==> src/stream_pkg.sv <==
`default_nettype none

package stream_pkg;

    //////////////////////////////////////////////////
    // stream line format
    //////////////////////////////////////////////////

    // four flag bits above the data word
    typedef logic [35:0] line_t;
    typedef logic [31:0] word_t;

    localparam int LINE_SOF_BIT = 32;
    localparam int LINE_EOF_BIT = 33;

    // framer buffer addressing
    localparam int BUF_ADDR_W = 9;
    typedef logic [BUF_ADDR_W-1:0] buf_addr_t;

    //////////////////////////////////////////////////
    // inspector header layout
    //////////////////////////////////////////////////

    // padded ethernet + ip + udp + vrt header
    localparam int HDR_LINES = 12;
    localparam int DSP_LINE_OFS = 11;
    typedef logic [3:0] hdr_idx_t;

    localparam logic [15:0] ETHERTYPE_IPV4 = 16'h0800;
    localparam logic [7:0] IP_PROTO_UDP = 8'h11;
    localparam logic [15:0] UDP_DATA_PORT = 16'd49153;

    // upper half of the framer header word
    localparam logic [15:0] FRM_HDR_TAG = 16'd1;

    // state machines
    typedef enum logic [1:0] {WAIT_SOF, WAIT_EOF, WRITE_HDR, WRITE} framer_state_e;
    typedef enum logic [1:0] {READ_PRE, READ, WRITE_REGS, WRITE_LIVE} insp_state_e;
    typedef enum logic {DEST_DSP, DEST_HOST} insp_dest_e;

endpackage

`default_nettype wire

==> src/frame_merge.sv <==
`timescale 1ns/1ps
`default_nettype none

module frame_merge (
    input  wire               stream_clk,
    input  wire               stream_rst,
    input  wire stream_pkg::line_t src0_data_i,
    input  wire               src0_valid_i,
    output logic              src0_ready_o,
    input  wire stream_pkg::line_t src1_data_i,
    input  wire               src1_valid_i,
    output logic              src1_ready_o,
    output stream_pkg::line_t out_data_o,
    output logic              out_valid_o,
    input  wire               out_ready_i
);
    import stream_pkg::*;

    logic busy;
    logic sel;
    logic prio;
    logic pick;
    logic eop;

    // source to grant from idle, the priority side wins a tie
    always_comb begin
        if (src0_valid_i && src1_valid_i) begin
            pick = prio;
        end else begin
            pick = src1_valid_i;
        end
    end

    // data path follows the held selection
    assign out_data_o = sel ? src1_data_i : src0_data_i;
    assign out_valid_o = busy & (sel ? src1_valid_i : src0_valid_i);
    assign src0_ready_o = busy & ~sel & out_ready_i;
    assign src1_ready_o = busy & sel & out_ready_i;

    assign eop = out_valid_o & out_ready_i & out_data_o[LINE_EOF_BIT];

    always_ff @(posedge stream_clk) begin
        if (stream_rst) begin
            busy <= 1'b0;
            sel <= 1'b0;
            prio <= 1'b0;
        end else if (!busy) begin
            if (src0_valid_i || src1_valid_i) begin
                busy <= 1'b1;
                sel <= pick;
            end
        end else if (eop) begin
            // hand priority to the other source for the next packet
            busy <= 1'b0;
            prio <= ~sel;
        end
    end

endmodule

`default_nettype wire

==> config.mk <==
export PLATFORM = sky130hd
export DESIGN_NAME = frame_merge
export DESIGN_NICKNAME = d
export VERILOG_FILES = /design/src/stream_pkg.sv /design/src/frame_merge.sv
export SDC_FILE = /design/constraint.sdc
export NUM_CORES = 1
export LEC_CHECK = 0
export BUFFER_PORTS_ARGS = -buffer_cell sky130_fd_sc_hd__buf_2
export CORE_MARGIN = 1.5
export CORE_UTILIZATION = 28
export CTS_BUF_LIST = sky130_fd_sc_hd__clkbuf_4 sky130_fd_sc_hd__clkbuf_8
export DETAILED_ROUTE_END_ITERATION = 7
export GPL_TIMING_DRIVEN = 0
export HOLD_SLACK_MARGIN = 0.02
export PLACE_DENSITY = 0.84
export SETUP_SLACK_MARGIN = 0.02
export SLEW_MARGIN = 20
export SYNTH_ARGS = -nofsm -noshare
export SYNTH_HDL_FRONTEND = slang
export SYNTH_SLANG_ARGS = --single-unit
export TNS_END_PERCENT = 1
==> constraint.sdc <==
create_clock -name stream_clk -period 2 [get_ports stream_clk]
set_clock_uncertainty 0.2 [all_clocks]
set_input_delay 0.3 -clock stream_clk [delete_from_list [all_inputs] [get_ports stream_clk]]
set_output_delay 0.3 -clock stream_clk [all_outputs]
set_load 0.02 [all_outputs]
### After elaboration in Yosys (flattened, before gate mapping)

Index checks and enable logic that the tools add are counted.

| storage, ports and cells | value |
|---|---|
| flip-flop bits (word level) | 3 |
| word-level logic and storage cells | 22 |
| input port bits | 77 |
| output and inout port bits | 39 |

| cells by class | value |
|---|---|
| muxes and demuxes | 6 |
| reductions and logical operators | 4 |
| bitwise logic cells | 9 |

Operators by type and width:

| operator | count |
|---|---|
| 2-to-1 mux 36 bit | 1 |
| AND 1 bit | 7 |
| 2-to-1 mux 1 bit | 5 |
| AND reduction 2 bit | 2 |
| inverter 1 bit | 2 |
| logical AND 1 bit | 1 |
| logical OR 1 bit | 1 |

### Longest topological paths before layout

| depth | value |
|---|---|
| depth after elaboration | 6 |
| gate-level depth with buffers | 5 |
| depth with buffers taken out | 3 |

### Least setup slack after synthesis

No wires, ideal clock.

| timing | value |
|---|---|
| path kind | register -> output |
| from | reg sel |
| to | out out_data_o[28] |
| data required time | 1.500 ns |
| cell stages (with the launch flop) | 5 |
| arrival time | 1.053 ns |
| path slack | 0.447 ns |
| path buffers | 3 |
| cell sequence | dfxtp_1 buf_6 buf_6 buf_6 mux2_2 |

| on the way | value |
|---|---|
| word-level cells in the longest chain between the ends | 1 |

Ends and longest elaborated chain:

| element | line | text |
|---|---|---|
| start: declaration | frame_merge.sv:20 | `logic sel;` |
| start signal: assignment | frame_merge.sv:50 | `sel <= pick;` |
| 2-to-1 mux 36 bit | frame_merge.sv:35 | `assign out_data_o = sel ? src1_data_i : src0_data_i;` |
| end: declaration | frame_merge.sv:13 | `output stream_pkg::line_t out_data_o,` |

No other way between the ends.

### Worst setup path in the final report

| timing | value |
|---|---|
| from | reg sel |
| to | out out_data_o[15] |

Same word-level chain as after synthesis.

==> summary.md <==
| Metric | Value |
|---|---|
| Outcome | `finished clean` |
| Clock Latency Late Sink | `about 0.23 ns` |
| CP required | `about 1.5 ns` |
| DP Cell Count | `202` |
| Ys Warns | `0` |
| Final #Nets | `between 200 and 300` |
| Sw power | `197 uW` |
| Clock-pin slew on the worst setup and hold paths | `~0.04 ns` |
| Worst slew margin | `84.7%` |
| Hpwl dp | `approximately 2300 microns` |
| Setup TNS | `0 ns` |
| Crit path DAT | `around 1.4 ns` |
| Tot GR Track Use | `between 20% and 30%` |
| Register area | `between 60 and 70 sq um` |
| DRT Pass-1 Iters | `6` |
| HP Class | `in2reg` |
| Post-CTS resize count | `0` |
| Hold path cells | `2` |
| Area of placed instances | `around 0.0012 sq mm` |
| CTS Buf Count | `3` |
| Io pins | `~120` |
| Worst reg-to-reg path cell count | `4` |
| H-tree depth | `1` |
| Power share of the combinational group | `between 60 and 70%` |
| Clock buffer depth | `2` |
| Power Density | `409 mW/mm^2` |
| Power share of the sequential group | `roughly an eighth` |
| CTS sink cnt | `3` |
| Vias/cell | `approximately 4.6` |
| Cell Area, Synth | `around 620 sq um` |
| Vias | `~950` |
| Global-route wire length before repair | `a little over 4000 microns` |
| Initial Util | `a little under a third` |
| Fmax | `about 0.52 GHz` |
| Hold path endpoint | `sel$_SDFFE_PP0P_` |
| Unrepaired setup endpoints after global routing | `false` |
| Power Internal | `slightly above 300 uW` |
| # Max-Cap Violations | `0` |
| Syn nets | `about 140` |
| Die Height | `approximately 50 microns` |
| VDD IR max | `0.000250 V` |
| Switch share | `38.8%` |
| Post-synth cell types | `19` |
| Largest net degree at the start of global routing | `11` |
| Final Cycle Share | `a little over nine tenths` |
| Setup violators final | `0` |
| Clk pwr share | `between 20% and 30%` |
| RR Endpoint | `prio$_SDFFE_PP0P_` |
| Starting DRC count in detailed routing | `9` |
| P&R area growth vs syn | `102%` |
| Die X | `about 50 microns` |
| Share of layout cells above drive strength 1 | `about nine tenths` |
| CTS tree | `yes` |
| Final worst path period need | `1.93 ns` |
| IO Port Bufs | `~120` |
| Average size of a mapped cell | `10.3 sq um` |
| Antenna cells | `0` |
| Static Leak | `just under 0.0007 uW` |
| Flop-to-flop setup slack | `0.63 ns` |
| Total grt overflow | `0` |
| WL/cell | `12.9 microns` |
| Fin cells | `just over 200` |
| CTS root buffer | `clkbuf_4` |
| Crit. End Element | `primary output` |
| FF-to-FF Start | `sel$_SDFFE_PP0P_` |
| Placer Congestion | `0.780` |
| FP Rows | `16` |
| Final antenna-violating net count | `0` |
| Tightest Pin Transition | `about 0.22 ns` |
| Die ar. | `0.00249 sq mm` |
| Core area | `0.00202 sq mm` |
| Hold Vio Cnt, Final | `0` |
| Register area share after synthesis | `approximately a tenth` |
| Setup CP Type | `reg2out` |
| Crit Path Max Fanout | `10` |
| Slew Viols, Final | `0` |
| Util after Layout | `between 60% and 70%` |
| Finished Cell Area | `roughly 0.0012 sq mm` |
| HP Start | `stream_rst` |
| Post-Route WL | `2650 microns` |
| Area occupied by multi-input gates | `504 sq um` |
| Syn Inst Count | `60` |
| Initial antenna violation count | `0` |
| Drt drc | `0` |
| Register bit count reported by yosys | `3` |
| Vias in the first global route | `roughly 1000` |
| Pwr Total | `slightly above 500 uW` |
| Filler instances | `between 150 and 200` |
| Startpoint Class | `flop` |
## power by group through the flow
stage / Sequential, uW / Clock [uW] / Combinational (uW)
6_report: 66.8 / 121 / 321
5_1_grt: 67.5 / 130 / 344
4_1_cts: 66.7 / 124 / 326
3_5_place_dp: 67.7 / 0 / 325
3_3_place_gp: 67.4 / 0 / 316
2_1_floorplan: 67.0 / 0 / 188
## layer usage
layer / part of all wire (%) / global-route usage, % / routed length [microns] / vias to the layer above
met4: 1.4 / 7.87 / 36 / 0
met3: 12 / 6.67 / 315 / 6
met1: 32 / 17.6 / 842 / 412
li1: - / - / - / 460
met2: 55 / 42.9 / 1450 / 70
met5: 0 / 0 / 0 / -
## placed cells by master (no fill, tap or decap)
master	n
o211ai_1	1
clkbuf_4	4
dfxtp_1	3
o21ai_0	1
and3_1	1
a41oi_1	1
inv_1	2
buf_6	2
nor3_2	1
mux2i_1	1
mux2_4	1
nand2_1	1
mux2_2	35
a21oi_1	1
nor2_1	2
nor3_1	1
o21a_1	1
and2_1	1
nor3b_2	1
buf_2	117
## flip-flops by register name, summed over array words and instances, names as in the netlist
name and count:
prio 1, busy 1, sel 1
## worst max-delay path: stages, from the launching register on
cell	delay, ns
dfxtp_1	0.32
buf_6	0.12
buf_2	0.23
mux2_2	0.37
buf_2	0.16
## worst max path at each step
stage                startpoint             end  slack (ns)  depth (start not counted)
2_1_floorplan  sel$_SDFFE_PP0P_  out_data_o[28]        0.45                          4
3_3_place_gp   sel$_SDFFE_PP0P_  out_data_o[29]        0.30                          5
3_5_place_dp   sel$_SDFFE_PP0P_  out_data_o[29]        0.29                          5
4_1_cts        sel$_SDFFE_PP0P_  out_data_o[29]        0.03                          5
5_1_grt        sel$_SDFFE_PP0P_  out_data_o[15]        0.02                          4
6_report       sel$_SDFFE_PP0P_  out_data_o[15]        0.07                          4
## cell usage after synthesis
library cell  number  area (sq um)
mux2_2            35           394
o211ai_1           1          7.51
buf_6              3          33.8
and3_1             1          6.26
mux2_4             1          15.0
nor3b_2            1          12.5
dfxtp_1            3          60.1
o21a_1             1          7.51
o21ai_0            1          5.00
nor2_1             2          7.51
a41oi_1            1          8.76
inv_1              2          7.51
nor3_1             1          5.00
and2_1             1          6.26
a21oi_1            1          5.00
nor3_2             1          10.0
buf_2              2          10.0
mux2i_1            1          10.0
nand2_1            1          3.75
## stage by stage
step / worst slack, ns / hold slack [ns]
after floorplan: 0.447 / 0.169
after global placement: 0.304 / 0.250
after detailed placement: 0.287 / 0.260
after CTS: 0.0316 / 0.0628
after global routing: 0.0236 / 0.0652
final: 0.0744 / 0.0710
## timing repair
action,in CTS,in global routing
endpoints found under the setup margin,0,6
buffers inserted,0,0
hold buffers,0,0
## cell families (layout without fill, tap and decap cells)
group,Yosys count,after routing,share of synthesized area [%]
AND/OR/NAND/NOR,8,8,8.33
multiplexers,37,37,68.1
AO/OA/AOI/OAI,5,5,5.49
flip-flops,3,3,9.76
buffers and inverters,7,125,8.33
## area by class of cell
| cell class | count | share of cell area, % |
|---|---|---|
| timing repair buffer | 115 | 46.3 |
| multi-input combinational | 50 | 40.5 |
| tap | 27 | 2.72 |
| buffer | 4 | 2.62 |
| sequential | 3 | 4.83 |
| clock buffer | 4 | 2.41 |
| inverter | 2 | 0.604 |
Power figures use the tool's default switching activity.
