`config.mk`:
```
export PLATFORM = sky130hd
export DESIGN_NAME = port_crossbar
export DESIGN_NICKNAME = d
export VERILOG_FILES = /design/src/stream_pkg.sv /design/src/port_crossbar.sv
export SDC_FILE = /design/constraint.sdc
export NUM_CORES = 1
export LEC_CHECK = 0
export ABC_AREA = 1
export BUFFER_PORTS_ARGS = -buffer_cell sky130_fd_sc_hd__buf_2
export CORE_AREA = 2 2 104 106
export DETAILED_ROUTE_END_ITERATION = 10
export DIE_AREA = 0 0 106 108
export PLACE_DENSITY = 0.52
export SLEW_MARGIN = 30
export SYNTH_ARGS = -nofsm -noshare
export SYNTH_HDL_FRONTEND = slang
export SYNTH_SLANG_ARGS = --single-unit
```
`constraint.sdc`:
```
create_clock -name vclk -period 0.95
set_clock_uncertainty 0.1 [all_clocks]
set_input_delay 0.2375 -clock vclk [all_inputs]
set_output_delay 0.2375 -clock vclk [all_outputs]
set_load 0.03 [all_outputs]
```
`src/stream_pkg.sv`:
```
`default_nettype none

package stream_pkg;

    //////////////////////////////////////////////////
    // stream line format
    //////////////////////////////////////////////////

    // four flag bits above the data word
    typedef logic [35:0] line_t;
    typedef logic [31:0] word_t;

    localparam int LINE_SOF_BIT = 32;
    localparam int LINE_EOF_BIT = 33;

    // framer buffer addressing
    localparam int BUF_ADDR_W = 9;
    typedef logic [BUF_ADDR_W-1:0] buf_addr_t;

    //////////////////////////////////////////////////
    // inspector header layout
    //////////////////////////////////////////////////

    // padded ethernet + ip + udp + vrt header
    localparam int HDR_LINES = 12;
    localparam int DSP_LINE_OFS = 11;
    typedef logic [3:0] hdr_idx_t;

    localparam logic [15:0] ETHERTYPE_IPV4 = 16'h0800;
    localparam logic [7:0] IP_PROTO_UDP = 8'h11;
    localparam logic [15:0] UDP_DATA_PORT = 16'd49153;

    // upper half of the framer header word
    localparam logic [15:0] FRM_HDR_TAG = 16'd1;

    // state machines
    typedef enum logic [1:0] {WAIT_SOF, WAIT_EOF, WRITE_HDR, WRITE} framer_state_e;
    typedef enum logic [1:0] {READ_PRE, READ, WRITE_REGS, WRITE_LIVE} insp_state_e;
    typedef enum logic {DEST_DSP, DEST_HOST} insp_dest_e;

endpackage

`default_nettype wire

```
`src/port_crossbar.sv`:
```
`timescale 1ns/1ps
`default_nettype none

module port_crossbar (
    input  wire               master_mode_i,
    input  wire stream_pkg::line_t ser_inp_data_i,
    input  wire               ser_inp_valid_i,
    output logic              ser_inp_ready_o,
    input  wire stream_pkg::line_t eth_inp_data_i,
    input  wire               eth_inp_valid_i,
    output logic              eth_inp_ready_o,
    output stream_pkg::line_t insp_data_o,
    output logic              insp_valid_o,
    input  wire               insp_ready_i,
    output stream_pkg::line_t xfer_data_o,
    output logic              xfer_valid_o,
    input  wire               xfer_ready_i,
    input  wire stream_pkg::line_t merged_data_i,
    input  wire               merged_valid_i,
    output logic              merged_ready_o,
    output stream_pkg::line_t ser_out_data_o,
    output logic              ser_out_valid_o,
    output stream_pkg::line_t eth_out_data_o,
    output logic              eth_out_valid_o,
    input  wire               ser_out_ready_i,
    input  wire               eth_out_ready_i
);
    import stream_pkg::*;

    //////////////////////////////////////////////////
    // input side
    //////////////////////////////////////////////////

    // master takes ethernet into the inspector and slave takes serdes
    assign insp_data_o = master_mode_i ? eth_inp_data_i : ser_inp_data_i;
    assign insp_valid_o = master_mode_i ? eth_inp_valid_i : ser_inp_valid_i;

    // serdes bypass into the combiner in master mode only
    assign xfer_data_o = ser_inp_data_i;
    assign xfer_valid_o = master_mode_i ? ser_inp_valid_i : 1'b0;

    // slave mode sinks the ethernet input
    assign eth_inp_ready_o = master_mode_i ? insp_ready_i : 1'b1;
    assign ser_inp_ready_o = master_mode_i ? xfer_ready_i : insp_ready_i;

    //////////////////////////////////////////////////
    // output side
    //////////////////////////////////////////////////

    assign ser_out_data_o = merged_data_i;
    assign eth_out_data_o = merged_data_i;
    assign ser_out_valid_o = master_mode_i ? 1'b0 : merged_valid_i;
    assign eth_out_valid_o = master_mode_i ? merged_valid_i : 1'b0;
    assign merged_ready_o = master_mode_i ? eth_out_ready_i : ser_out_ready_i;

endmodule

`default_nettype wire

```
Word level (Yosys, flattened, before mapping)
Cells that the tools add are included.
{ "classes": {"n_addsub": 0, "multipliers": 0, "div_mod_pow": 0, "magnitude_cmp": 0, "eq_ne": 0, "shifts": 0, "muxes": 8, "bitwise_logic": 0, "n_reduce_logical": 0} }
{ "ops": {"columns": ["cell", "count"], "rows": [
  ["2-to-1 mux 36 bit", 1],
  ["2-to-1 mux 1 bit", 7]
]} }
{ "word_totals": {"regBits": 0, "latch_bits": 0, "mem_bits_rw": 0, "rom_bits": 0, "inputBits": 116, "word_cells": 8, "n_memories": 0} }

Depth between registers and ports, before layout
Gate-level depths: netlist (run 1).
{ "logic_depth": {"depth_word": 1, "mapped_depth": 6, "depth_no_buf": 3} }

Worst setup path before layout (run 1)
Ideal clock, no wire load.
{ "synth_timing": {"path_type": "input -> output", "from": "input master_mode_i", "to": "output ser_out_valid_o", "t_arrival_ns": 0.932, "required_time_ns": 0.612, "slack_ns": -0.319, "path_stages": 3, "n_path_buf": 2, "path_cell_list": "buf_6 -> buf_2 -> nor2_1"} }
{ "synth_between": {"elab_chain_len": 1} }
{ "synth_rtl": {"columns": ["item", "line", "rtl"], "rows": [
  ["start, declared", "port_crossbar.sv:5", "input wire master_mode_i,"],
  ["2-to-1 mux 1 bit", "port_crossbar.sv:52", "assign ser_out_valid_o = master_mode_i ? 1'b0 : merged_valid_i;"],
  ["end, declared", "port_crossbar.sv:22", "output logic ser_out_valid_o,"]
]} }
No other way between the ends.

Final worst setup path (run 1)
{ "layout_timing": {"from": "input master_mode_i", "to": "output insp_data_o[7]"} }
{ "layout_between": {"elab_chain_len": 1} }
{ "layout_rtl": {"columns": ["item", "line", "rtl"], "rows": [
  ["2-to-1 mux 36 bit", "port_crossbar.sv:35", "assign insp_data_o = master_mode_i ? eth_inp_data_i : ser_inp_data_i;"],
  ["end, declared", "port_crossbar.sv:12", "output stream_pkg::line_t insp_data_o,"]
]} }
No other way between the ends.

==> results.md, run 1 <==
* Hold_buf cts at 0
* Syn_nets at 359
* Slew margin rel. at 88.6%
* Crit path max-delay family: buffers and inverters
* Placed insts at 431
* Port-buffer cells at 159
* Commonest cells after routing, fill and taps aside: 103 x buf_2, 71 x nand2_4, 55 x buf_6
* Type of the worst setup path: primary input to output pin
* Vias in the first global route at 1595
* Syn avg cell area at 5.55 um^2
* Drt pass-1 iters at 4
* DR DRC count at 0
* Gpl congestion at 0.643
* Synth unique cells at 7
* Final Non-Filler Cells at 437
* Diodes inserted at 0
* Switching Share at 56.7%
* Slowest cell on the critical path: buf_12
* Estimated wirelength of the detail-placed design at 3.72 mm
* Power density over cell area at 652 nW/um^2
* Die width at 106 um
* Outcome: finished, violations left
* Failing checks: setup timing
* Actual slew at the worst max-slew pin at 0.172 ns
* RSZ-0062 raised after global routing: true
* Internal power at 747 uW
* Share of the synthesized area in the top cell type at 60.2%
* Core Box Area at 10200 um^2
* Static leakage at 0.00150 uW
* CP endpoint kind: output pin
* P&R area growth vs syn at 96.8%
* Die ar. at 11400 um^2
* Worst Setup Slack, final at -0.321 ns
* Post-route ant nets at 0
* Sequential share of the synthesized area at 0%
* Max-slew violation count at 0
* Most common cell after layout, fill and taps aside: buf_2
* Peak Freq at 0.787 GHz
* CP startpoint kind: primary input
* Crit path max fanout at 8
* Initial antenna violation count at 0
* Initial Util at 13.2%
* Sequential share of power at 0%
* Period utilization at 134%
* Num rows at 37
* Largest net degree at the start of global routing at 24
* NetSw at 980 uW
* Largest cells by area after synthesis: buf_4 60%, nand2_1 33%, buf_6 2.5%
* Final Hold Viols at 0
* Remaining global-route overflow at 0
* VDD IR-drop max at 0.263 mV
* Fin Hold WS at 0.375 ns
* Die height at 108 um
* Final Net Count at 419
* Clk_buf instances at 0
* Final setup vio count at 43
* Synth Instances at 243
* CP Cell Sequence: buf_12 > clkinv_8 > buf_12 > buf_12 > nand2_2 > nand2_4 > buf_6
* Yosys warnings at 0
* Top Ports at 267
* Worst min-delay path class: primary input to output pin
* Pwr Total at 1730 uW
* Cell mode on critical path: buf_12
* Mapped Area at 1350 um^2
* All-Layer GR Usage at 8.11%
* Global-route wire length before repair at 7.55 mm
* Min Tclk post-route at 1.27 ns
* Layout cells sized above 1 at 87.4%
* CP arrival at 0.93 ns
* FF+latch count at 0
* DRT Wirelength at 5.31 mm
* Combinational power share at 100.0%
* Reg area at 0 um^2
* Vias post-DR at 1558
* WP buf/inv at 5
* Drt wl/cell at 12.2 um
* Starting DRT DRC Count at 68
* Clock network power share at 0%
* Worst path max stage delay at 0.14 ns
* Max_cap viols at 0
* Vias/cell at 3.57
* Required @ worst endpoint at 0.61 ns
* Post-synth top area cell: buf_4
## per-layer routing
layer,wire [um],global-route usage (%),share of wire (%)
met1,1820,8.77,34
met2,2800,15.8,53
met3,487,1.33,9.2
met4,201,3.10,3.8
met5,0,0,0
## cell usage after synthesis
cell type  number
buf_2           6
inv_1           4
nor2_1          1
buf_4         108
nand2_1       120
buf_6           3
inv_2           1
## logic make-up (layout without fill, tap and decap cells)
group / Yosys count / after routing / synth area share [%]
and+or+nand+nor: 121 / 121 / 33.7
buffers and inverters: 122 / 180 / 66.3
## final cells by class
class              instances  area [um^2]
fillers                 1097         7580
inverters                  5         31.3
multi-input cells        121         1030
well taps                136          170
repair buffers           175         1420
## power by group through the flow
stage / clock (uW) / combinational [uW] / sequential (uW)
finish: 0 / 1730 / 0
CTS: 0 / 1720 / 0
floorplan: 0 / 1510 / 0
global placement: 0 / 1270 / 0
global route: 0 / 1820 / 0
detailed placement: 0 / 1280 / 0
## per-stage QoR
step | worst slack (ns) | cell area [um^2] | utilization (%) | TNS [ns]
2_1_floorplan | -0.200 | 1690 | - | -6.01
3_3_place_gp | -0.376 | 1890 | 18.5 | -15.07
3_5_place_dp | -0.396 | 1890 | 18.5 | -15.64
4_1_cts | -0.313 | 2610 | 25.5 | -12.05
5_1_grt | -0.341 | 2650 | 25.9 | -12.74
6_report | -0.321 | 2650 | 25.9 | -11.69
## repair_timing
action                                  4_1_cts  5_1_grt
resized for setup                           175       14
setup buffers                                 3        0
endpoints found under the setup margin       49       43
pin swaps                                     1        4
hold endpoints to repair                      0        0
gates cloned                                  4        0
## worst paths after layout
path / startpoint / end / slack (ns) / cells after the start
setup / recovery: master_mode_i / insp_data_o[7] / -0.32 / 7
hold / removal: merged_data_i[14] / eth_out_data_o[14] / 0.38 / 0
Note: power is estimated with default switching activity, not from simulation.
==> run 2: changes to the inputs <==
--- a/config.mk
+++ b/config.mk
@@ -5,12 +5,12 @@
 export SDC_FILE = /design/constraint.sdc
 export NUM_CORES = 1
 export LEC_CHECK = 0
-export ABC_AREA = 1
+export ABC_AREA = 0
 export BUFFER_PORTS_ARGS = -buffer_cell sky130_fd_sc_hd__buf_2
 export CORE_AREA = 2 2 104 106
 export DETAILED_ROUTE_END_ITERATION = 10
 export DIE_AREA = 0 0 106 108
-export PLACE_DENSITY = 0.52
+export PLACE_DENSITY = 0.54
 export SLEW_MARGIN = 30
 export SYNTH_ARGS = -nofsm -noshare
 export SYNTH_HDL_FRONTEND = slang
==> run 2 against run 1 <==
  * The flow still finishes with violations (setup timing)
  * Maximum frequency down 2.4%
  * Critical endpoint is now insp_data_o[15]
  * Highest routed layer unchanged
  * Combinational power shrank 15%
  * Sequential cell count stayed put
  * Total power down 15%
  * Die area unchanged
  * Non-clock buffer count decreased by 4
  * First-iteration DRC count decreased by 90%
  * Setup slack worse by 0.032 ns
  * Largest cell class unchanged
  * Largest power group unchanged
  * Clock-buffer cell count unchanged
==> results.md, run 2 <==
* Outcome: finished, violations left
* Failing checks: setup timing
* Initial Util at 14.6%
* Commonest cells after routing, fill and taps aside: 114 x buf_2, 46 x buf_6, 38 x mux2_4
* VDD IR-drop max at 0.231 mV
* Syn_nets at 272
* CP startpoint kind: primary input
* Synth Instances at 156
* Multi-input gate area at 627 um^2
* Num rows at 37
* Largest net degree at the start of global routing at 11
* Layout Utilization at 20.7%
* Port-buffer cells at 159
* Die width at 106 um
* Reg area at 0 um^2
* Final Net Count at 332
* Crit path max fanout at 6
* Pwr Total at 1470 uW
* Largest cells by area after synthesis: buf_4 54%, mux2_4 36%, buf_12 4.0%
* Layout cells sized above 1 at 100%
* Drt wl/cell at 11.2 um
* Mapped Area at 1490 um^2
* RSZ-0062 raised after global routing: true
* CP endpoint kind: output pin
* Placed cell area at 1630 um^2
* Post-route ant nets at 0
* Sequential share of the synthesized area at 0%
* Initial antenna violation count at 0
* Final Non-Filler Cells at 350
* DR DRC count at 0
* Global-route wire length before repair at 5.39 mm
* Peak Freq at 0.768 GHz
* Diodes inserted at 0
* Starting DRT DRC Count at 7
* Die height at 108 um
* Synth unique cells at 8
* FF+latch count at 0
* All-Layer GR Usage at 5.69%
* Top post-synthesis cells by count: 108 x buf_4, 36 x mux2_4, 3 x buf_12, 3 x mux2_2
* Estimated wirelength of the detail-placed design at 3.04 mm
* Most common cell after layout, fill and taps aside: buf_2
* Worst Setup Slack, final at -0.353 ns
* Vias post-DR at 1130
* P&R area growth vs syn at 42.1%
* Final Hold Viols at 0
* Vias/cell at 3.23
* Min Tclk post-route at 1.30 ns
* Post-synth top area cell: buf_4
* Drt pass-1 iters at 2
* Share of the synthesized area in the top cell type at 54.3%
* Slew margin rel. at 88.6%
* Gpl congestion at 0.682
* Remaining global-route overflow at 0
* Post-route cell area at 2120 um^2
* # fillers at 1127
* Core Box Area at 10200 um^2
* Max-slew violation count at 0
* Yosys warnings at 0
* Placed insts at 342
* Hold_buf cts at 0
* Static leakage at 0.00118 uW
* Die ar. at 11400 um^2
* CP arrival at 0.97 ns
* Count leader, synth: buf_4
* Final setup vio count at 43
* Syn avg cell area at 9.57 um^2
* Period utilization at 137%
* Clk_buf instances at 0
* Type of the worst setup path: primary input to output pin
* Power density over cell area at 692 nW/um^2
* Actual slew at the worst max-slew pin at 0.172 ns
* Vias in the first global route at 1127
* Required @ worst endpoint at 0.61 ns
* Top Ports at 267
* Max_cap viols at 0
* DRT Wirelength at 3.93 mm
* Worst min-delay path class: primary input to output pin
[run 2: changes by cell type after synthesis, moves of 2 or more]
cell,delta
nand2_1,-120
mux2_4,+36
buf_2,-6
inv_1,-4
buf_12,+3
mux2_2,+3
and2_1,+2
[run 2: logic make-up (layout without fill, tap and decap cells)]
kind of cell	after synthesis	in the layout	synth area share [%]
buf+inv	113	171	59.8
mux	39	39	38.5
simple gates	4	4	1.68
[run 2: worst max-delay path, stage by stage]
cell	delay, ns
clkbuf_16	0.14
buf_16	0.14
mux2_4	0.30
buf_6	0.14
[run 2: report_power, final]
part           internal, uW  leakage (uW)  total (uW)  switching, uW
registers                 0             0           0              0
logic                   732       0.00118        1470            735
clock network             0             0           0              0
total                   732       0.00118        1470            735
[run 2: timing repair]
| action | in CTS | in global routing |
|---|---|---|
| gates cloned | 3 | 2 |
| buffers inserted | 1 | 2 |
| resized for setup | 100 | 5 |
| endpoints found under the setup margin | 44 | 43 |
[run 2: layout make-up]
| cell class | count | share of cell area, % |
|---|---|---|
| Multi-Input combinational cell | 43 | 29.6 |
| Timing Repair Buffer | 171 | 62.4 |
| Tap cell | 136 | 8.02 |
[run 2: metal layers]
metal / track usage [%] / routed length [um] / vias up
li1: - / - / 519
met1: 6.24 / 1310 / 505
met2: 10.7 / 2100 / 100
met3: 1.87 / 464 / 6
met4: 1.22 / 45 / 0
met5: 0 / 0 / -
[run 2: per-stage QoR]
step                      setup WS (ns)  setup TNS [ns]  hold WS, ns
final                            -0.353          -13.88        0.375
after global routing             -0.369          -14.46        0.375
after CTS                        -0.395          -14.95        0.375
after detailed placement         -0.545          -21.10        0.375
after global placement           -0.522          -20.71        0.375
after floorplan                  -0.232           -9.13        0.507
[run 2: path summary, 6_finish.rpt]
check	slack [ns]	start	end	depth (start not counted)
max	-0.35	master_mode_i	insp_data_o[15]	4
min	0.38	merged_data_i[1]	eth_out_data_o[1]	0
