## config.mk

```make
export PLATFORM = sky130hd
export DESIGN_NAME = header_inspector
export DESIGN_NICKNAME = d
export VERILOG_FILES = /design/src/stream_pkg.sv /design/src/header_inspector.sv
export SDC_FILE = /design/constraint.sdc
export NUM_CORES = 1
export LEC_CHECK = 0
export BUFFER_PORTS_ARGS = -buffer_cell sky130_fd_sc_hd__buf_2
export CORE_ASPECT_RATIO = 0.9
export CORE_UTILIZATION = 50
export CTS_CLUSTER_SIZE = 25
export DETAILED_ROUTE_END_ITERATION = 7
export GPL_ROUTABILITY_DRIVEN = 0
export HOLD_SLACK_MARGIN = 0.06
export PLACE_DENSITY = 0.68
export SKIP_LAST_GASP = 1
export SYNTH_ARGS = -nofsm -noshare
export SYNTH_HDL_FRONTEND = slang
export SYNTH_SLANG_ARGS = --single-unit
```

## constraint.sdc

```tcl
create_clock -name stream_clk -period 5.3 [get_ports stream_clk]
set_input_delay 0 -clock stream_clk [delete_from_list [all_inputs] [get_ports stream_clk]]
set_output_delay 0 -clock stream_clk [all_outputs]
set_load 0.1 [all_outputs]
```

## src/stream_pkg.sv

```systemverilog
`default_nettype none

package stream_pkg;

    //////////////////////////////////////////////////
    // stream line format
    //////////////////////////////////////////////////

    // four flag bits above the data word
    typedef logic [35:0] line_t;
    typedef logic [31:0] word_t;

    localparam int LINE_SOF_BIT = 32;
    localparam int LINE_EOF_BIT = 33;

    // framer buffer addressing
    localparam int BUF_ADDR_W = 9;
    typedef logic [BUF_ADDR_W-1:0] buf_addr_t;

    //////////////////////////////////////////////////
    // inspector header layout
    //////////////////////////////////////////////////

    // padded ethernet + ip + udp + vrt header
    localparam int HDR_LINES = 12;
    localparam int DSP_LINE_OFS = 11;
    typedef logic [3:0] hdr_idx_t;

    localparam logic [15:0] ETHERTYPE_IPV4 = 16'h0800;
    localparam logic [7:0] IP_PROTO_UDP = 8'h11;
    localparam logic [15:0] UDP_DATA_PORT = 16'd49153;

    // upper half of the framer header word
    localparam logic [15:0] FRM_HDR_TAG = 16'd1;

    // state machines
    typedef enum logic [1:0] {WAIT_SOF, WAIT_EOF, WRITE_HDR, WRITE} framer_state_e;
    typedef enum logic [1:0] {READ_PRE, READ, WRITE_REGS, WRITE_LIVE} insp_state_e;
    typedef enum logic {DEST_DSP, DEST_HOST} insp_dest_e;

endpackage

`default_nettype wire

```

## src/header_inspector.sv

```systemverilog
`timescale 1ns/1ps
`default_nettype none

module header_inspector (
    input  wire               stream_clk,
    input  wire               stream_rst,
    input  wire stream_pkg::line_t inp_data_i,
    input  wire               inp_valid_i,
    output logic              inp_ready_o,
    output stream_pkg::line_t dsp_data_o,
    output logic              dsp_valid_o,
    input  wire               dsp_ready_i,
    output stream_pkg::line_t host_data_o,
    output logic              host_valid_o,
    input  wire               host_ready_i
);
    import stream_pkg::*;

    insp_state_e state;
    insp_dest_e dest;
    hdr_idx_t idx;
    logic idx_last;
    logic reading;
    logic inp_xfer;
    logic is_data;
    line_t out_line;
    logic out_valid;
    logic out_ready;
    logic out_xfer;

    line_t hdr_regs [HDR_LINES];

    assign idx_last = (idx == hdr_idx_t'(HDR_LINES - 1));
    assign reading = (state == READ_PRE) || (state == READ);

    // ipv4, udp, data port, and the live vrt line not zero
    assign is_data = (hdr_regs[3][15:0] == ETHERTYPE_IPV4) &
        (hdr_regs[6][23:16] == IP_PROTO_UDP) &
        (hdr_regs[9][15:0] == UDP_DATA_PORT) &
        (inp_data_i[31:0] != 32'h0);

    assign out_ready = (dest == DEST_DSP) ? dsp_ready_i : host_ready_i;
    assign inp_ready_o = reading | ((state == WRITE_LIVE) & out_ready);
    assign inp_xfer = inp_valid_i & inp_ready_o;
    assign out_xfer = out_valid & out_ready;

    //////////////////////////////////////////////////
    // output line, replay or live
    //////////////////////////////////////////////////

    always_comb begin
        out_line = inp_data_i;
        out_valid = 1'b0;
        if (state == WRITE_REGS) begin
            out_line = hdr_regs[idx];
            out_valid = 1'b1;
            // dsp payload starts at the vrt line as a fresh frame
            if (dest == DEST_DSP && idx == hdr_idx_t'(DSP_LINE_OFS)) begin
                out_line[35:32] = 4'b0000;
                out_line[LINE_SOF_BIT] = 1'b1;
                out_line[LINE_EOF_BIT] = hdr_regs[idx][LINE_EOF_BIT];
            end
        end else if (state == WRITE_LIVE) begin
            out_valid = inp_valid_i;
        end
    end

    assign dsp_data_o = out_line;
    assign host_data_o = out_line;
    assign dsp_valid_o = (dest == DEST_DSP) & out_valid;
    assign host_valid_o = (dest == DEST_HOST) & out_valid;

    // header capture, pre-sof lines are not kept
    always_ff @(posedge stream_clk) begin
        if (inp_xfer && reading && (state == READ || inp_data_i[LINE_SOF_BIT])) begin
            hdr_regs[idx] <= inp_data_i;
        end
    end

    always_ff @(posedge stream_clk) begin
        if (stream_rst) begin
            state <= READ_PRE;
            dest <= DEST_HOST;
            idx <= '0;
        end else begin
            case (state)
                READ_PRE: begin
                    if (inp_xfer && inp_data_i[LINE_SOF_BIT]) begin
                        if (inp_data_i[LINE_EOF_BIT]) begin
                            // single line packet
                            dest <= DEST_HOST;
                            state <= WRITE_REGS;
                        end else begin
                            idx <= idx + hdr_idx_t'(1);
                            state <= READ;
                        end
                    end
                end
                READ: begin
                    if (inp_xfer) begin
                        if (is_data && idx_last) begin
                            dest <= DEST_DSP;
                            idx <= hdr_idx_t'(DSP_LINE_OFS);
                            state <= WRITE_REGS;
                        end else if (inp_data_i[LINE_EOF_BIT] || idx_last) begin
                            dest <= DEST_HOST;
                            idx <= '0;
                            state <= WRITE_REGS;
                        end else begin
                            idx <= idx + hdr_idx_t'(1);
                        end
                    end
                end
                WRITE_REGS: begin
                    if (out_xfer) begin
                        if (out_line[LINE_EOF_BIT]) begin
                            idx <= '0;
                            state <= READ_PRE;
                        end else if (idx_last) begin
                            idx <= '0;
                            state <= WRITE_LIVE;
                        end else begin
                            idx <= idx + hdr_idx_t'(1);
                        end
                    end
                end
                WRITE_LIVE: begin
                    if (out_xfer && out_line[LINE_EOF_BIT]) begin
                        state <= READ_PRE;
                    end
                end
                default: state <= READ_PRE;
            endcase
        end
    end

endmodule

`default_nettype wire

```

# --- Word level (Yosys, flattened, before mapping) ---
# Memory sizes are Yosys's and may differ from the RTL's. A register that Yosys moved wholly into a read port is not among the register bits.
# Index checks and enable logic that the tools add are counted.
totals:
  reg_bits: 7
  ram_bits: 432
  in_bits: 41
  out_inout_bits: 75
  word_cells: 80
  n_memories: 1
memory_table:
  columns: ["name", "depth", "width", "read_ports", "rd_clocked_by_memory_dff", "write_ports", "line", "rtl"]
  rows:
  - ["hdr_regs", 12, 36, 4, 1, 1, "header_inspector.sv:31", "line_t hdr_regs [HDR_LINES];"]
classes:
  n_addsub: 1
  n_eq_ne: 15
  n_mux: 34
  bitwise_logic: 10
  reduce_logical: 16
op_table:
  columns: ["operator", "n"]
  rows:
  - ["$mux W4", 11]
  - ["$mux W36", 1]
  - ["$reduce_bool A32 Y1", 1]
  - ["$mux W2", 9]
  - ["$eq A16 B12 Y1 const B", 1]
  - ["$eq A16 B16 Y1 const B", 1]
  - ["$pmux W4 S3", 1]
  - ["$mux W1", 10]
  - ["$reduce_and A5 Y1", 2]
  - ["$and A1 B1 Y1", 8]
  - ["$eq A8 B5 Y1 const B", 1]
  - ["$ne A2 B2 Y1 const B", 4]
  - ["$pmux W2 S4", 1]
  - ["$logic_and A1 B1 Y1", 6]
  - ["$reduce_and A6 Y1", 1]
  - ["$add A4 B1 Y4 const B", 1]
  - ["$eq A2 B2 Y1 const B", 2]
  - ["$eq A4 B4 Y1 const B", 1]
  - ["$ne A2 B1 Y1 const B", 2]
  - ["$logic_or A1 B1 Y1", 3]
  - ["$ne A3 B1 Y1 const B", 1]
  - ["$ne A3 B3 Y1 const B", 1]
  - ["$reduce_bool A3 Y1", 1]
  - ["$eq A2 B1 Y1 const B", 1]
  - ["5 further kinds", 5]

# --- Logic depth before layout (Yosys ltp) ---
# Gate-level depths: netlist of run 1.
depth:
  depth_word: 10
  depth_mapped: 9
  mapped_depth_nobuf: 7

# --- Least setup slack after synthesis of run 1 ---
# OpenSTA, ideal clock, no wires.
synth_path:
  path_type: "register -> register"
  from: "register state[0]"
  to: "memory hdr_regs[0][0] (netlist name) (enable)"
  setup_time_ps: 474
  arrival_ps: 3706
  t_required_ps: 4826
  setup_slack_ps: 1120
  stages_incl_launch_ff: 8
  path_buffers: 1
  period_less_slack_ps: 4180
  path_cell_list: "dfxtp_1 -> inv_1 -> ha_1 -> clkbuf_1 -> a21oi_1 -> nor2b_1 -> nand2_1 -> nor3_1"
synth_via:
  elab_chain_cells: 8
  elab_cells_between_ends: 12
  cone_classes: "eq/ne: 2; mux: 2; bitwise: 3; reduce/logical: 5"
synth_rtl:
  columns: ["element", "line", "rtl"]
  rows:
  - ["start: declaration", "header_inspector.sv:19", "insp_state_e state;"]
  - ["start signal: assignment", "header_inspector.sv:82", "state <= READ_PRE;"]
  - ["start signal: assignment", "header_inspector.sv:92", "state <= WRITE_REGS;"]
  - ["start signal: assignment", "header_inspector.sv:95", "state <= READ;"]
  - ["$eq A2 B2 Y1 (tied with other cells)", "header_inspector.sv:43", "assign inp_ready_o = reading | ((state == WRITE_LIVE) & out_ready);"]
  - ["$and A1 B1 Y1 / $logic_or A1 B1 Y1 (equally long branches)", "header_inspector.sv:43, header_inspector.sv:34", null]
  - ["$or A1 B1 Y1", "header_inspector.sv:43", null]
  - ["$and A1 B1 Y1", "header_inspector.sv:44", "assign inp_xfer = inp_valid_i & inp_ready_o;"]
  - ["$logic_and A1 B1 Y1", "header_inspector.sv:75", "if (inp_xfer && reading && (state == READ || inp_data_i[LINE_SOF_BIT])) begin"]
  - ["$logic_and A1 B1 Y1 (*)", "header_inspector.sv:75", null]
  - ["$mux W1 (*)", "header_inspector.sv:75", null]
  - ["$mux W1 (not written as such) (*)", "header_inspector.sv:76", "hdr_regs[idx] <= inp_data_i;"]
  - ["end: declaration", "header_inspector.sv:31", null]
# Every way passes the cells marked *; elsewhere a longest branch is shown, timed or not.

==> out/metrics.csv, run 1 <==
metric;value;unit
fp.dieW;202;um
cp.arrival;3460;ps
rsz0062_at_grt;no;
ys_warn_count;0;
std_cell_rows;65;
synthDistinctLibCells;52;
power_frac_seq;0.390;
gr-total-overflow;0;
totalWireLength;38500;um
syn_inst;901;
avgSynthCellArea;20.0;sq um
powerDensity;529;mW/mm^2
p_int;6.92;mW
clockBufferDepth;3;
wl_met3;2670;um
switching_share;0.369;
drc_errors;0;
finalMaxSlewViolations;0;
status;completed;
tightest_slew;1050;ps
hold_class;in2reg;
min_period;3460;ps
final_nets;1091;
clk_latency;560;ps
wl_met1;17200;um
ys.flop_type;edfxtp_1;
synth.ff_latch_count;443;
cp.required;5300;ps
crit_type;reg2out;
io_pins;116;
p_comb_frac;0.337;
syn_area;0.0180;sq mm
port_buffers;115;
ys_seq_area_frac;0.733;
post-route-util;0.588;
routed_via_density;5.87;
timing.rr.start;state[0];
worstSetupEndpointType;primary output;
track_usage;0.217;
r2r_slack;2300;ps
cts.root.buffer_cell;clkbuf_16;
synth_edf_count;432;
die_y;182;um
cts_tree;yes;
clock_sinks;443;
finalHoldViolations;0;
highest_layer;met4;
path_max_fanout;35;
r2r_cells;7;
initial_utilization;0.511;
slew_headroom;0.299;
numCtsBuffers;44;
antenna_found_initial;0;
wl_met2;18000;um
drtIter0Drc;831;
r2r-end;hdr_regs[5][5];
p_switching;4.04;mW
via_count;9054;
fill_cells;2553;
post_cts_buffers;0;
cp-start-kind;flip-flop;
num_antenna_cells;0;
dp_hpwl;21900;um
die_area;0.0368;sq mm
max_cap_violations;0;
fmax;289;MHz
drive_gt1_frac;0.331;
syn_nets;950;
grt_start_max_net_pins;50;
ir_drop;0.000690;V
pre_cts_slack;2300;ps
h-tree-depth;2;
wl_per_cell;25.0;um
grt_pass1_wl;58200;um
finalCritPeriodShare;0.652;
cts_resized;0;
path_clk_slew;60;ps
skew;26.0;ps
area_growth;15.1;%
setup_ws;1840;ps
finalSetupViolations;0;
async_flop_share;0;
coreArea;0.0352;sq mm
drtAntennaViolNets;0;
dr.pass1.iters;5;
clkPwrFrac;0.272;
cellLeakagePower;6.55;nW
crit_end;host_data_o[21];
setup-tns-final;0;ps
first_global_vias;9292;
==> through the flow <==
step	area [sq um]	power [mW]	instances	hold WS, ps
after floorplan	18000	7.43	901	98.9
after global placement	19000	8.04	1427	325
after detailed placement	19000	8.05	1427	325
after CTS	20700	11.0	1543	214
after global routing	20700	11.4	1543	304
final	20700	11.0	1543	248
==> worst max-delay path: stages, from the launching register on <==
cell     delay [ps]
dfxtp_4         840
buf_4           590
mux4_2          580
mux2i_1         180
o21ai_1          90
mux2_2          310
buf_2           300
==> metal layers <==
layer  vias up  track usage
met2       331        0.338
met5         -            0
met1      4716        0.318
met4         0       0.0512
met3        53       0.0418
li1       3954            -
==> sequential cells by signal, indices dropped and copies added, names as in the netlist, named ones only <==
signal and count:
dest 1, hdr_regs 432, state 2, idx 4
==> timing repair <==
item,4_1_cts,5_1_grt
hold buffers,38,0
hold endpoints to repair,443,0
endpoints found under the setup margin,0,0
==> worst min-delay path by stage <==
| stage | depth (start not counted) | from | slack (ps) | to |
|---|---|---|---|---|
| final | 5 | dsp_ready_i | 250 | state[1] |
| after global routing | 5 | dsp_ready_i | 300 | state[1] |
| after CTS | 5 | dsp_ready_i | 210 | state[1] |
| after detailed placement | 2 | stream_rst | 330 | flip-flop |
| after global placement | 2 | stream_rst | 330 | dest |
| after floorplan | 0 | inp_data_i[0] | 100 | hdr_regs[0][0] |
==> power groups by stage <==
stage	registers [mW]	logic (mW)	clock network, mW
6_report	4.28	3.70	2.98
5_1_grt	4.31	3.90	3.16
4_1_cts	4.29	3.73	3.03
3_5_place_dp	4.36	3.69	0
3_3_place_gp	4.35	3.69	0
2_1_floorplan	4.18	3.25	0
==> layout by cell type (no fill, tap or decap), drive strengths merged, types with 4 or more instances in the layout <==
cell type / n
nand4: 4
nor4: 13
dlygate4sd3: 38
mux2: 35
nor3: 6
dfxtp: 11
nor2b: 5
mux2i: 38
clkinv: 16
ha: 8
edfxtp: 432
buf: 139
nor2: 14
inv: 14
a21oi: 7
nand2: 48
clkbuf: 56
nor4b: 4
o21ai: 36
mux4: 108
==> cells by family (layout without fill, tap and decap cells) <==
family,after synthesis,count (layout),share of synthesized area
flip-flops,443,443,0.733
multiplexers,181,181,0.179
AND/OR/NAND/NOR,106,106,0.0290
buffers and inverters,93,266,0.0289
AO/OA/AOI/OAI,69,69,0.0243
adder cells (fa/ha/maj),8,8,0.00556
XOR/XNOR,1,1,0.000487
==> Yosys cell counts, drive strengths merged, types with 2 or more instances <==
library cell / count / share of area
nor4b: 4 / 0.0019
nand2: 48 / 0.010
mux2i: 38 / 0.021
and4: 2 / 0.00097
o32ai: 2 / 0.00097
ha: 8 / 0.0056
o21ai: 36 / 0.010
nand4: 4 / 0.0014
dfxtp: 11 / 0.012
nand2b: 3 / 0.0010
nor4: 13 / 0.0045
o31ai: 2 / 0.00083
a311o: 2 / 0.0011
nor2: 14 / 0.0029
a221oi: 2 / 0.00097
nor3: 6 / 0.0017
clkbuf: 20 / 0.0042
o22a: 2 / 0.0010
edfxtp: 432 / 0.72
o22ai: 2 / 0.00070
a2111oi: 3 / 0.0015
a21boi: 2 / 0.00083
buf: 61 / 0.022
inv: 11 / 0.0023
mux2: 35 / 0.022
a21oi: 7 / 0.0019
a2111o: 2 / 0.0013
nor2b: 5 / 0.0017
mux4: 108 / 0.14
==> area by class of cell <==
cell class / instances / area [sq um] / share of cell area
tap: 469 / 587 / 0.0283
multi-input combinational: 365 / 4360 / 0.211
clock buffer: 56 / 1190 / 0.0573
clock inverter: 22 / 183 / 0.00882
timing repair buffer: 177 / 1150 / 0.0555
inverter: 11 / 41.3 / 0.00199
sequential: 443 / 13200 / 0.637
Note: power is estimated with default switching activity, not from simulation.
==> run 2, diff against run 1 <==
clock period = 3.6 ns   (was 5.3 ns; I/O delays follow)
==> run 2 against run 1 <==
Via count grew 0.18%; critical path type unchanged; register-to-register slack got worse by 1700 ps; largest power group unchanged; die area is the same; clock power rose by 60%; highest routed layer unchanged.
==> out/metrics.csv, run 2 (synthesis results as in run 1) <==
metric;value;unit;change
largest_reg_flops;432;;unchanged
clock_sinks;443;;unchanged
routed_via_density;5.83;;-0.66%
fill_cells;2521;;-1.3%
die_area;0.0368;sq mm;unchanged
cp-start-kind;flip-flop;;
cp.required;3600;ps;-1700 ps
register_area;0.0132;sq mm;unchanged
dp_cells;1433;;+0.42%
path_clk_slew;60;ps;about the same
num_antenna_cells;0;;unchanged
coreArea;0.0352;sq mm;unchanged
totalWireLength;38000;um;-1.5%
drtIter0Drc;784;;-5.7%
clockBufferDepth;3;;unchanged
fmax;324;MHz;
cellLeakagePower;6.68;nW;+2.0%
dp_hpwl;21900;um;about the same
dr.pass1.iters;5;;unchanged
mostFrequentLayoutCells;edfxtp_1 (432), buf_2 (115), mux4_2 (106), nand2_1 (48), clkbuf_16 (46);;
hold_class;in2reg;;
grtUsageMet1;0.320;;+0.00240
setup-tns-final;0;ps;unchanged
fp.dieW;202;um;unchanged
worstSetupEndpointType;primary output;;
cp.arrival;3090;ps;-370 ps
grt_start_max_net_pins;56;;+12%
numCtsBuffers;46;;+4.5%
port_buffers;115;;unchanged
grtUsageMet2;0.325;;-0.0133
die_y;182;um;unchanged
cts_resized;0;;unchanged
ir_drop;0.000522;V;-24%
final_common_cell;edfxtp_1;;
clk_latency;550;ps;about the same
powerDensity;787;mW/mm^2;+49%
slew_headroom;0.258;;-0.0418
post-route-util;0.599;;+0.0111
io_pins;116;;unchanged
via_count;9070;;+0.18%
wl_per_cell;24.4;um;-2.3%
min_period;3090;ps;
fin_area;0.0211;sq mm;+1.9%
finalMaxSlewViolations;0;;unchanged
crit_type;reg2out;;
status;completed;;
skew;19.9;ps;-6.11 ps
finalCritPeriodShare;0.858;;
final_cells;1556;;+0.84%
gr-total-overflow;0;;unchanged
switching_share;0.361;;-0.00709
path_max_fanout;38;;+8.6%
std_cell_rows;65;;unchanged
grt_use_met3;0.0319;;-0.00987
drive_gt1_frac;0.342;;+0.0108
initial_utilization;0.511;;unchanged
globalRoute.busiestLayer;met2;;
regMostFlops;hdr_regs;;
p_comb_frac;0.335;;-0.002
power_frac_seq;0.377;;-0.013
p_int;10.6;mW;+53%
multi_input_area;0.00440;sq mm;+0.86%
p_switching;6.00;mW;+49%
place_area;0.0192;sq mm;+1.2%
antenna_found_initial;0;;unchanged
tightest_slew;1110;ps;+65.2 ps
rsz0062_at_grt;no;;
final_nets;1099;;+0.73%
max_cap_violations;0;;unchanged
finalHoldViolations;0;;unchanged
reg_top3;hdr_regs: 432 flops, idx: 4 flops, state: 2 flops;;
cts_tree;yes;;
h-tree-depth;2;;unchanged
grt_pass1_wl;57700;um;-0.84%
first_global_vias;9151;;-1.5%
area_growth;17.3;%;
clkPwrFrac;0.288;;+0.016
drc_errors;0;;unchanged
finalSetupViolations;0;;unchanged
track_usage;0.211;;-0.00591
drtAntennaViolNets;0;;unchanged
cts.root.buffer_cell;clkbuf_16;;
run 2: changes by cell type in the layout (fill, tap and decap cells not counted), sizes merged:
cell	before	now
buf	139	145
bufinv	3	7
clkinv	16	19
run 2: power by group through the flow:
| stage | Combinational [mW] | Sequential, mW | Clock, mW |
|---|---|---|---|
| 2_1_floorplan | 4.80 | 6.14 | 0 |
| 3_3_place_gp | 5.54 | 6.37 | 0 |
| 3_5_place_dp | 5.56 | 6.39 | 0 |
| 4_1_cts | 5.62 | 6.28 | 4.84 |
| 5_1_grt | 5.86 | 6.31 | 5.05 |
| 6_report | 5.56 | 6.27 | 4.78 |
run 2: area by class of cell:
class / count / area share
sequential: 443 / 0.626
multi-input combinational: 365 / 0.208
inverter: 11 / 0.00196
clock inverter: 29 / 0.0157
timing repair buffer: 183 / 0.0637
clock buffer: 56 / 0.0568
tap: 469 / 0.0278
run 2: final timing paths:
| path | start | cells past startpoint | slack, ps | end |
|---|---|---|---|---|
| max reg2reg | hdr_regs[9][2] | 5 | 550 | idx[1] |
| min reg2reg | dest | 1 | 620 | dest |
| min | dsp_ready_i | 5 | 270 | state[0] |
| max | state[0] | 5 | 510 | host_data_o[35] |
run 2: routing by layer:
metal,vias to the layer above,share of wire
li1,3975,-
met1,4736,0.45
met2,313,0.47
met3,46,0.065
met4,0,0.017
met5,-,0
run 2: per-stage QoR:
step / hold WS, ps / setup WS (ps) / power (mW)
after CTS: 233 / 431 / 16.7
after global routing: 305 / 248 / 17.2
final: 275 / 511 / 16.6
after global placement: 351 / 639 / 11.9
after detailed placement: 352 / 654 / 11.9
after floorplan: 98.9 / 353 / 10.9
run 2: critical path, cell delays in order, from the launching register on:
cell	delay (ps)
dfxtp_1	330
inv_1	110
ha_2	940
o21ai_0	480
o22ai_2	230
buf_2	450
run 2: what timing repair did:
item	in CTS	in global routing
hold buffers	38	0
hold endpoints to repair	443	0
buffers inserted	0	0
